## config.mk

```make
export PLATFORM = sky130hd
export DESIGN_NAME = dma
export DESIGN_NICKNAME = d
export VERILOG_FILES = /design/src/rtl/obi_pkg.sv /design/src/rtl/dma_reg_pkg.sv /design/src/rtl/dma_cfg_if.sv /design/src/rtl/dma_regfile.sv /design/src/rtl/dma_fifo.sv /design/src/rtl/dma_reader.sv /design/src/rtl/dma_writer.sv /design/src/rtl/dma.sv
export VERILOG_INCLUDE_DIRS = /design/src /design/src/rtl
export SDC_FILE = /design/constraint.sdc
export NUM_CORES = 1
export LEC_CHECK = 0
export ABC_AREA = 1
export CORE_ASPECT_RATIO = 1.2
export CORE_MARGIN = 1
export CORE_UTILIZATION = 49
export DETAILED_ROUTE_END_ITERATION = 7
export DONT_BUFFER_PORTS = 1
export SLEW_MARGIN = 15
export SYNTH_ARGS = -nofsm -noshare
export SYNTH_HDL_FRONTEND = slang
export SYNTH_SLANG_ARGS = --single-unit
```

## constraint.sdc

```tcl
create_clock -name clk_i -period 9.23 [get_ports clk_i]
set_input_delay 1.846 -clock clk_i [delete_from_list [all_inputs] [get_ports clk_i]]
set_output_delay 1.846 -clock clk_i [all_outputs]
set_load 0.02 [all_outputs]
```

## src/rtl/dma_macros.svh

```systemverilog
`ifndef DMA_MACROS_SVH
`define DMA_MACROS_SVH

// Bus widths shared by all three ports
`define DMA_ADDR_W 32
`define DMA_DATA_W 32
`define DMA_ID_W 4

// Word counter in RegControl bits 23..13
`define DMA_COUNT_W 11

// Words buffered between reader and writer
`define DMA_FIFO_DEPTH 4

`endif

```

## src/rtl/obi_pkg.sv

```systemverilog
`default_nettype none

`include "dma_macros.svh"

package obi_pkg;

  // Bus-side types, common to the slave port and both manager ports
  typedef logic [`DMA_ADDR_W-1:0] obi_addr_t;

  typedef logic [`DMA_DATA_W-1:0] obi_data_t;

  // One enable per byte lane
  typedef logic [`DMA_DATA_W/8-1:0] obi_be_t;

  typedef logic [`DMA_ID_W-1:0] obi_id_t;

endpackage

`default_nettype wire

```

## src/rtl/dma_reg_pkg.sv

```systemverilog
`default_nettype none

`include "dma_macros.svh"

package dma_reg_pkg;

  typedef logic [`DMA_COUNT_W-1:0] dma_count_t;

  // Word-aligned offset inside the 256-byte register window
  typedef logic [7:0] dma_reg_addr_t;

  // --------------------------------------------------
  // Register map
  // --------------------------------------------------
  localparam dma_reg_addr_t RegSrcAddr = 8'h00;
  localparam dma_reg_addr_t RegDstAddr = 8'h04;
  localparam dma_reg_addr_t RegControl = 8'h08;
  localparam dma_reg_addr_t RegAbort   = 8'h10;
  localparam dma_reg_addr_t RegStatus  = 8'h14;

  // Layout of RegControl
  typedef struct packed {
    logic [7:0]  reserved_hi;
    dma_count_t  count;
    logic [11:0] reserved_lo;
    logic        start;
  } dma_control_t;

endpackage

`default_nettype wire

```

## src/rtl/dma_cfg_if.sv

```systemverilog
`default_nettype none

interface dma_cfg_if;

  obi_pkg::obi_addr_t      src_addr;
  obi_pkg::obi_addr_t      dst_addr;
  dma_reg_pkg::dma_count_t count;

  // Single-cycle pulses from the register file
  logic start;
  logic abort;

  // High while the writer has words left to store
  logic busy;

  modport regfile (output src_addr, dst_addr, count, start, abort, input busy);

  modport reader (input src_addr, dst_addr, count, start, abort);

  modport writer (input src_addr, dst_addr, count, start, abort, output busy);

endinterface

`default_nettype wire

```

## src/rtl/dma_regfile.sv

```systemverilog
`default_nettype none

`include "dma_macros.svh"

module dma_regfile
  import obi_pkg::*;
  import dma_reg_pkg::*;
(
  input  logic       clk_i,
  input  logic       rst_ni,

  input  logic       sbr_req_i,
  input  obi_addr_t  sbr_addr_i,
  input  logic       sbr_we_i,
  input  obi_data_t  sbr_wdata_i,
  input  obi_id_t    sbr_aid_i,
  output logic       sbr_gnt_o,
  output logic       sbr_rvalid_o,
  output obi_data_t  sbr_rdata_o,
  output logic       sbr_err_o,
  output obi_id_t    sbr_rid_o,

  dma_cfg_if.regfile cfg
);

  // --------------------------------------------------
  // Request stage
  // --------------------------------------------------
  logic          req_q;
  logic          we_q;
  dma_reg_addr_t offset_q;
  obi_data_t     wdata_q;
  obi_id_t       id_q;

  always_ff @(posedge clk_i) begin
    if (!rst_ni) begin
      req_q <= 1'b0;
    end else begin
      req_q <= sbr_req_i;
    end
  end

  always_ff @(posedge clk_i) begin
    we_q     <= sbr_we_i;
    offset_q <= {sbr_addr_i[7:2], 2'b00};
    wdata_q  <= sbr_wdata_i;
    id_q     <= sbr_aid_i;
  end

  // --------------------------------------------------
  // Decode and response
  // --------------------------------------------------
  obi_addr_t    src_q;
  obi_addr_t    dst_q;
  dma_count_t   count_q;
  dma_control_t ctrl_wr;
  dma_control_t ctrl_rd;
  obi_data_t    rsp_data;
  logic         rsp_err;
  logic         wr_src;
  logic         wr_dst;
  logic         wr_ctrl;
  logic         wr_abort;

  assign ctrl_wr = dma_control_t'(wdata_q);

  always_comb begin
    rsp_data      = '0;
    rsp_err       = 1'b0;
    wr_src        = 1'b0;
    wr_dst        = 1'b0;
    wr_ctrl       = 1'b0;
    wr_abort      = 1'b0;
    ctrl_rd       = '0;
    ctrl_rd.count = count_q;
    if (req_q) begin
      if (we_q) begin
        // Only an abort gets through while a transfer runs
        if (cfg.busy && offset_q != RegAbort) begin
          rsp_err = 1'b1;
        end else begin
          case (offset_q)
            RegSrcAddr: wr_src = 1'b1;
            RegDstAddr: wr_dst = 1'b1;
            RegControl: wr_ctrl = 1'b1;
            RegAbort:   wr_abort = 1'b1;
            default:    rsp_err = 1'b1;
          endcase
        end
      end else begin
        case (offset_q)
          RegSrcAddr: rsp_data = src_q;
          RegDstAddr: rsp_data = dst_q;
          RegControl: rsp_data = ctrl_rd;
          RegStatus:  rsp_data = {{(`DMA_DATA_W-1){1'b0}}, cfg.busy};
          default:    rsp_err = 1'b1;
        endcase
      end
    end
  end

  // Setup registers change at the response edge
  always_ff @(posedge clk_i) begin
    if (!rst_ni) begin
      src_q   <= '0;
      dst_q   <= '0;
      count_q <= '0;
    end else begin
      if (wr_src) begin
        src_q <= wdata_q;
      end
      if (wr_dst) begin
        dst_q <= wdata_q;
      end
      if (wr_ctrl) begin
        count_q <= ctrl_wr.count;
      end
    end
  end

  assign sbr_gnt_o    = sbr_req_i;
  assign sbr_rvalid_o = req_q;
  assign sbr_rdata_o  = rsp_data;
  assign sbr_err_o    = rsp_err;
  assign sbr_rid_o    = id_q;

  assign cfg.src_addr = src_q;
  assign cfg.dst_addr = dst_q;
  assign cfg.count    = count_q;
  // A zero word count never starts the engines
  assign cfg.start    = wr_ctrl && ctrl_wr.start && (ctrl_wr.count != '0);
  assign cfg.abort    = wr_abort;

endmodule

`default_nettype wire

```

## src/rtl/dma_fifo.sv

```systemverilog
`default_nettype none

`include "dma_macros.svh"

module dma_fifo
  import obi_pkg::*;
#(
  parameter int unsigned Depth = `DMA_FIFO_DEPTH
) (
  input  logic      clk_i,
  input  logic      rst_ni,
  input  logic      flush_i,

  input  logic      push_i,
  input  obi_data_t push_data_i,
  output logic      full_o,

  input  logic      pop_i,
  output obi_data_t pop_data_o,
  output logic      empty_o
);

  localparam int unsigned PtrW = $clog2(Depth);
  localparam int unsigned CntW = $clog2(Depth + 1);

  obi_data_t       mem_q [Depth];
  logic [PtrW-1:0] wr_ptr_q;
  logic [PtrW-1:0] rd_ptr_q;
  logic [CntW-1:0] count_q;
  logic            push_en;
  logic            pop_en;

  // Pointers wrap at Depth, which need not be a power of two
  function automatic logic [PtrW-1:0] ptr_inc(logic [PtrW-1:0] ptr);
    return (ptr == PtrW'(Depth - 1)) ? '0 : ptr + 1'b1;
  endfunction

  assign full_o     = (count_q == CntW'(Depth));
  assign empty_o    = (count_q == '0);
  assign push_en    = push_i && !full_o;
  assign pop_en     = pop_i && !empty_o;
  assign pop_data_o = mem_q[rd_ptr_q];

  always_ff @(posedge clk_i) begin
    if (push_en) begin
      mem_q[wr_ptr_q] <= push_data_i;
    end
  end

  always_ff @(posedge clk_i) begin
    if (!rst_ni || flush_i) begin
      wr_ptr_q <= '0;
      rd_ptr_q <= '0;
      count_q  <= '0;
    end else begin
      if (push_en) begin
        wr_ptr_q <= ptr_inc(wr_ptr_q);
      end
      if (pop_en) begin
        rd_ptr_q <= ptr_inc(rd_ptr_q);
      end
      if (push_en && !pop_en) begin
        count_q <= count_q + 1'b1;
      end else if (pop_en && !push_en) begin
        count_q <= count_q - 1'b1;
      end
    end
  end

endmodule

`default_nettype wire

```

## src/rtl/dma_reader.sv

```systemverilog
`default_nettype none

module dma_reader
  import obi_pkg::*;
  import dma_reg_pkg::*;
(
  input  logic      clk_i,
  input  logic      rst_ni,

  dma_cfg_if.reader cfg,

  output logic      rd_req_o,
  output obi_addr_t rd_addr_o,
  input  logic      rd_gnt_i,
  input  logic      rd_rvalid_i,
  input  obi_data_t rd_rdata_i,

  output logic      fifo_push_o,
  output obi_data_t fifo_data_o,
  input  logic      fifo_full_i,
  output logic      fifo_flush_o
);

  typedef enum logic [1:0] {
    st_idle,
    st_req,
    st_resp
  } rd_state_e;

  rd_state_e  state_q;
  dma_count_t cnt_q;
  dma_count_t cnt_next;
  obi_addr_t  addr_q;

  assign cnt_next = cnt_q + 1'b1;

  // A free slot stays free until the data returns, so req holds stable
  assign rd_req_o     = (state_q == st_req) && !fifo_full_i;
  assign rd_addr_o    = addr_q;
  assign fifo_push_o  = (state_q == st_resp) && rd_rvalid_i && !cfg.abort;
  assign fifo_data_o  = rd_rdata_i;
  assign fifo_flush_o = cfg.abort;

  always_ff @(posedge clk_i) begin
    if (!rst_ni) begin
      state_q <= st_idle;
      cnt_q   <= '0;
    end else if (cfg.abort) begin
      state_q <= st_idle;
    end else begin
      case (state_q)
        st_idle: begin
          if (cfg.start) begin
            state_q <= st_req;
            cnt_q   <= '0;
          end
        end
        st_req: begin
          if (rd_req_o && rd_gnt_i) begin
            state_q <= st_resp;
          end
        end
        st_resp: begin
          if (rd_rvalid_i) begin
            cnt_q   <= cnt_next;
            state_q <= (cnt_next == cfg.count) ? st_idle : st_req;
          end
        end
        default: state_q <= st_idle;
      endcase
    end
  end

  // Source address, one word further per returned word
  always_ff @(posedge clk_i) begin
    if (state_q == st_idle && cfg.start) begin
      addr_q <= cfg.src_addr;
    end else if (fifo_push_o) begin
      addr_q <= addr_q + obi_addr_t'(4);
    end
  end

endmodule

`default_nettype wire

```

## src/rtl/dma_writer.sv

```systemverilog
`default_nettype none

module dma_writer
  import obi_pkg::*;
  import dma_reg_pkg::*;
(
  input  logic      clk_i,
  input  logic      rst_ni,

  dma_cfg_if.writer cfg,

  output logic      wr_req_o,
  output obi_addr_t wr_addr_o,
  output obi_data_t wr_wdata_o,
  input  logic      wr_gnt_i,

  output logic      fifo_pop_o,
  input  obi_data_t fifo_data_i,
  input  logic      fifo_empty_i
);

  typedef enum logic [1:0] {
    wr_idle,
    wr_data,
    wr_gnt
  } wr_state_e;

  wr_state_e  state_q;
  dma_count_t cnt_q;
  dma_count_t cnt_next;
  obi_addr_t  addr_q;
  obi_data_t  wdata_q;
  logic       granted;
  logic       last_gnt;

  assign cnt_next = cnt_q + 1'b1;
  assign granted  = (state_q == wr_gnt) && wr_gnt_i;
  assign last_gnt = granted && (cnt_next == cfg.count);

  // Pop on entry, or straight after a grant when more words remain
  assign fifo_pop_o = !cfg.abort && !fifo_empty_i &&
                      ((state_q == wr_data) || (granted && !last_gnt));

  assign wr_req_o   = (state_q == wr_gnt);
  assign wr_addr_o  = addr_q;
  assign wr_wdata_o = wdata_q;
  assign cfg.busy   = (state_q != wr_idle);

  always_ff @(posedge clk_i) begin
    if (!rst_ni) begin
      state_q <= wr_idle;
      cnt_q   <= '0;
    end else if (cfg.abort) begin
      state_q <= wr_idle;
    end else begin
      case (state_q)
        wr_idle: begin
          if (cfg.start) begin
            state_q <= wr_data;
            cnt_q   <= '0;
          end
        end
        wr_data: begin
          if (fifo_pop_o) begin
            state_q <= wr_gnt;
          end
        end
        wr_gnt: begin
          if (wr_gnt_i) begin
            cnt_q <= cnt_next;
            if (last_gnt) begin
              state_q <= wr_idle;
            end else if (fifo_empty_i) begin
              state_q <= wr_data;
            end
          end
        end
        default: state_q <= wr_idle;
      endcase
    end
  end

  always_ff @(posedge clk_i) begin
    if (state_q == wr_idle && cfg.start) begin
      addr_q <= cfg.dst_addr;
    end else if (granted) begin
      addr_q <= addr_q + obi_addr_t'(4);
    end
    if (fifo_pop_o) begin
      wdata_q <= fifo_data_i;
    end
  end

endmodule

`default_nettype wire

```

## src/rtl/dma.sv

```systemverilog
`default_nettype none

module dma
  import obi_pkg::*;
(
  input  logic      clk_i,
  input  logic      rst_ni,

  // Setup port from the CPU
  input  logic      sbr_req_i,
  input  obi_addr_t sbr_addr_i,
  input  logic      sbr_we_i,
  input  obi_data_t sbr_wdata_i,
  input  obi_id_t   sbr_aid_i,
  output logic      sbr_gnt_o,
  output logic      sbr_rvalid_o,
  output obi_data_t sbr_rdata_o,
  output logic      sbr_err_o,
  output obi_id_t   sbr_rid_o,

  // Source reads
  output logic      periph_req_o,
  output obi_addr_t periph_addr_o,
  output logic      periph_we_o,
  output obi_be_t   periph_be_o,
  output obi_data_t periph_wdata_o,
  input  logic      periph_gnt_i,
  input  logic      periph_rvalid_i,
  input  obi_data_t periph_rdata_i,

  // Destination writes; the write response carries nothing the writer needs
  output logic      xbar_req_o,
  output obi_addr_t xbar_addr_o,
  output logic      xbar_we_o,
  output obi_be_t   xbar_be_o,
  output obi_data_t xbar_wdata_o,
  input  logic      xbar_gnt_i,
  input  logic      xbar_rvalid_i
);

  dma_cfg_if cfg ();

  logic      fifo_push;
  obi_data_t fifo_push_data;
  logic      fifo_full;
  logic      fifo_flush;
  logic      fifo_pop;
  obi_data_t fifo_pop_data;
  logic      fifo_empty;

  // --------------------------------------------------
  // Port tie-offs, full words only
  // --------------------------------------------------
  assign periph_we_o    = 1'b0;
  assign periph_be_o    = '1;
  assign periph_wdata_o = '0;
  assign xbar_we_o      = 1'b1;
  assign xbar_be_o      = '1;

  dma_regfile u_regfile (
    .clk_i        (clk_i),
    .rst_ni       (rst_ni),
    .sbr_req_i    (sbr_req_i),
    .sbr_addr_i   (sbr_addr_i),
    .sbr_we_i     (sbr_we_i),
    .sbr_wdata_i  (sbr_wdata_i),
    .sbr_aid_i    (sbr_aid_i),
    .sbr_gnt_o    (sbr_gnt_o),
    .sbr_rvalid_o (sbr_rvalid_o),
    .sbr_rdata_o  (sbr_rdata_o),
    .sbr_err_o    (sbr_err_o),
    .sbr_rid_o    (sbr_rid_o),
    .cfg          (cfg.regfile)
  );

  dma_reader u_reader (
    .clk_i        (clk_i),
    .rst_ni       (rst_ni),
    .cfg          (cfg.reader),
    .rd_req_o     (periph_req_o),
    .rd_addr_o    (periph_addr_o),
    .rd_gnt_i     (periph_gnt_i),
    .rd_rvalid_i  (periph_rvalid_i),
    .rd_rdata_i   (periph_rdata_i),
    .fifo_push_o  (fifo_push),
    .fifo_data_o  (fifo_push_data),
    .fifo_full_i  (fifo_full),
    .fifo_flush_o (fifo_flush)
  );

  dma_fifo u_fifo (
    .clk_i       (clk_i),
    .rst_ni      (rst_ni),
    .flush_i     (fifo_flush),
    .push_i      (fifo_push),
    .push_data_i (fifo_push_data),
    .full_o      (fifo_full),
    .pop_i       (fifo_pop),
    .pop_data_o  (fifo_pop_data),
    .empty_o     (fifo_empty)
  );

  dma_writer u_writer (
    .clk_i        (clk_i),
    .rst_ni       (rst_ni),
    .cfg          (cfg.writer),
    .wr_req_o     (xbar_req_o),
    .wr_addr_o    (xbar_addr_o),
    .wr_wdata_o   (xbar_wdata_o),
    .wr_gnt_i     (xbar_gnt_i),
    .fifo_pop_o   (fifo_pop),
    .fifo_data_i  (fifo_pop_data),
    .fifo_empty_i (fifo_empty)
  );

endmodule

`default_nettype wire

```

==> run metrics <==
Setup-failing EPs final 0; core area 0.0325 mm^2; Worst Path Arrival 3130 ps; vias in the first global route 11200; Detailed Route Iter0 Violations 939; setup TNS 0 ps; area share of the largest cell type after synthesis 41.1%; Seq cells post-synth 376; Total Nets Final around 1800; Vias/cell 5.39; hold_buf cts 0; layout cells sized above 1 roughly 6%; P_int 2.77 mW; Routability Congestion 0.920; CTS Sinks 376; Unique masters post-synth 43; Reg power frac 52.3%; switching portion of total power 23.5%; port bufs 0; area grow syn2layout 9.32%; worst hold path class flop to flop; power density over the cells 202 mW/mm^2; worst-margin pin slew 1100 ps; Power Total 3.62 mW; Site Rows 72; Worst Setup End Kind primary output; Setup CP Type flop to primary output; top cells by area, synth edfxtp_1, dfxtp_1, o21ai_0, nand2_1, nor2_1; syn_area_per_cell roughly 9.5 um^2; TritonCTS Buffers 40; Post-synth EDFFs 224; Die Height roughly 200 um; fillers 2908; CTS tree built; root buffer cell clkbuf_16; status complete, no violations; DPL Wire Length 28500 um; post-CTS sizing 0; Mapped Area 0.0164 mm^2; Most used DFF post-synth edfxtp_1; via count 11800; Final Max Tran Viols 0; largest net degree at the start of global routing ~90; Routed Wire Length 41600 um; DP Area 0.0166 mm^2; Seq/Total Area, Yosys 59.7%; Overflow after GRT 0; Synth Instances 1730; skew final just under 20 ps; Post CTS Setup Buffer Count 0; Worst VDD drop 0.000169 V; P_leak 6.34 nW; CP Launch Type flop; first-pass GRT wire length 62800 um; fin area 0.0179 mm^2; Rel. slew slack 26.3%; Fmax 0.201 GHz; top cells by count, synth edfxtp_1, nand2_1, o21ai_0; worst endpoint required time 7380 ps; Max Cap Viol 0; post-layout util 55.0%; Final period util 53.9%; CP max FO 32; combinational power share 4.2%; antenna violations before repair 5; Final min period roughly 5000 ps; Die ar. 0.0342 mm^2; Starting Density 50.3%; Remaining DRCs 0; clk slew on worst S/H paths 60 ps; I/O Pins 287; Max Root-Sink Buffers 3; Synth Warn # 0; switching component of the power 0.851 mW; Tot GR Track Use 24.1%; worst skew pair latency 550 ps; Async S/R FF share, synth 0%; First-pass DRT Iterations 6; ANT nets after route 0; Clock Power Share a little over two fifths; H-tree Lvls 2; Synth area leader edfxtp_1; most common cell in the netlist edfxtp_1; routed len/inst 19.0 um; Final Hold Viols 0; RSZ-0062 raised after global routing no; chip width 169 um
-- cells by family (layout without fill, tap and decap cells) --
family,after synthesis,count (layout),share of synthesized area (%)
compound gates,426,426,13.8
flops,376,376,59.7
xor+xnor,52,52,2.87
buf+inv,300,272,7.93
fa+ha+maj,11,11,0.887
simple gates,563,563,14.8
other cells,2,44,0.0459
-- per-stage QoR --
| step | std cells | setup WS (ps) | hold slack, ps |
|---|---|---|---|
| 2_1_floorplan | 1770 | 4920 | 434 |
| 3_3_place_gp | 2113 | 4570 | 449 |
| 3_5_place_dp | 2113 | 4420 | 453 |
| 4_1_cts | 2186 | 3830 | 462 |
| 5_1_grt | 2187 | 3950 | 494 |
| 6_report | 2188 | 4260 | 461 |
-- final cells by class --
type | count | area, um^2 | area share, %
clock inverters | 17 | 176 | 0.986
inverters | 190 | 713 | 3.98
flip-flops and latches | 376 | 9770 | 54.6
repair buffers | 9 | 67.6 | 0.377
well taps | 444 | 556 | 3.10
multi-input cells | 1094 | 5510 | 30.8
diodes | 2 | 5.00 | 0.0280
clock buffers | 56 | 1100 | 6.16
-- final timing paths --
path                               from                          to  slack [ps]  cells past startpoint
max               u_regfile.offset_q[7]             sbr_rdata_o[27]        4260                      8
max reg2reg       u_regfile.offset_q[7]           u_writer.cnt_q[2]        5050                     10
min reg2reg  u_regfile.cfg.dst_addr[29]  u_regfile.cfg.dst_addr[29]         460                      2
min          u_regfile.cfg.dst_addr[29]  u_regfile.cfg.dst_addr[29]         460                      2
-- power groups by stage --
stage	combinational, mW	clock [mW]	sequential (mW)
floorplan	0.143	0	1.91
global placement	0.148	0	1.93
detailed placement	0.150	0	1.93
CTS	0.151	1.60	1.89
global route	0.173	1.66	1.90
finish	0.151	1.58	1.89
-- worst max-delay path, stage by stage (launching register included) --
cell	delay, ps
dfxtp_1	300
nor2_1	250
nand2_1	210
nor3_2	140
buf_4	360
nor3_1	130
a21oi_1	220
nand2_2	430
nor2_1	530
-- layer usage --
metal,up-vias,part of all wire [%],global-route usage (%)
li1,5774,-,-
met1,5473,38,27.9
met2,444,50,41.6
met3,95,8.0,6.52
met4,4,4.1,10.8
met5,-,0.058,0
-- flip-flops by register name, summed over array words and instances, names as in the netlist, 11 cells and up --
register and cells:
u_regfile.cfg.src_addr 32, u_regfile.ctrl_wr 32, u_regfile.cfg.count 11, u_writer.wr_addr_o 32
u_writer.wr_wdata_o 32, u_reader.cnt_q 11, u_reader.rd_addr_o 32, u_writer.cnt_q 11
u_fifo.mem_q 128, u_regfile.cfg.dst_addr 32
-- placed cells by master (no fill, tap or decap), types with 10 or more instances in the layout --
| cell type | instances |
|---|---|
| edfxtp_1 | 224 |
| nand2_1 | 222 |
| o21ai_0 | 218 |
| nor2_1 | 190 |
| inv_1 | 183 |
| dfxtp_1 | 151 |
| a21oi_1 | 131 |
| nand3_1 | 75 |
| o22ai_1 | 44 |
| conb_1 | 42 |
| clkbuf_16 | 41 |
| xor2_1 | 34 |
| a22oi_1 | 20 |
| nor3_1 | 17 |
| nand4_1 | 17 |
| xnor2_1 | 17 |
| clkbuf_1 | 13 |
| or2_2 | 10 |
| ha_1 | 10 |
Power figures use the tool's default switching activity.
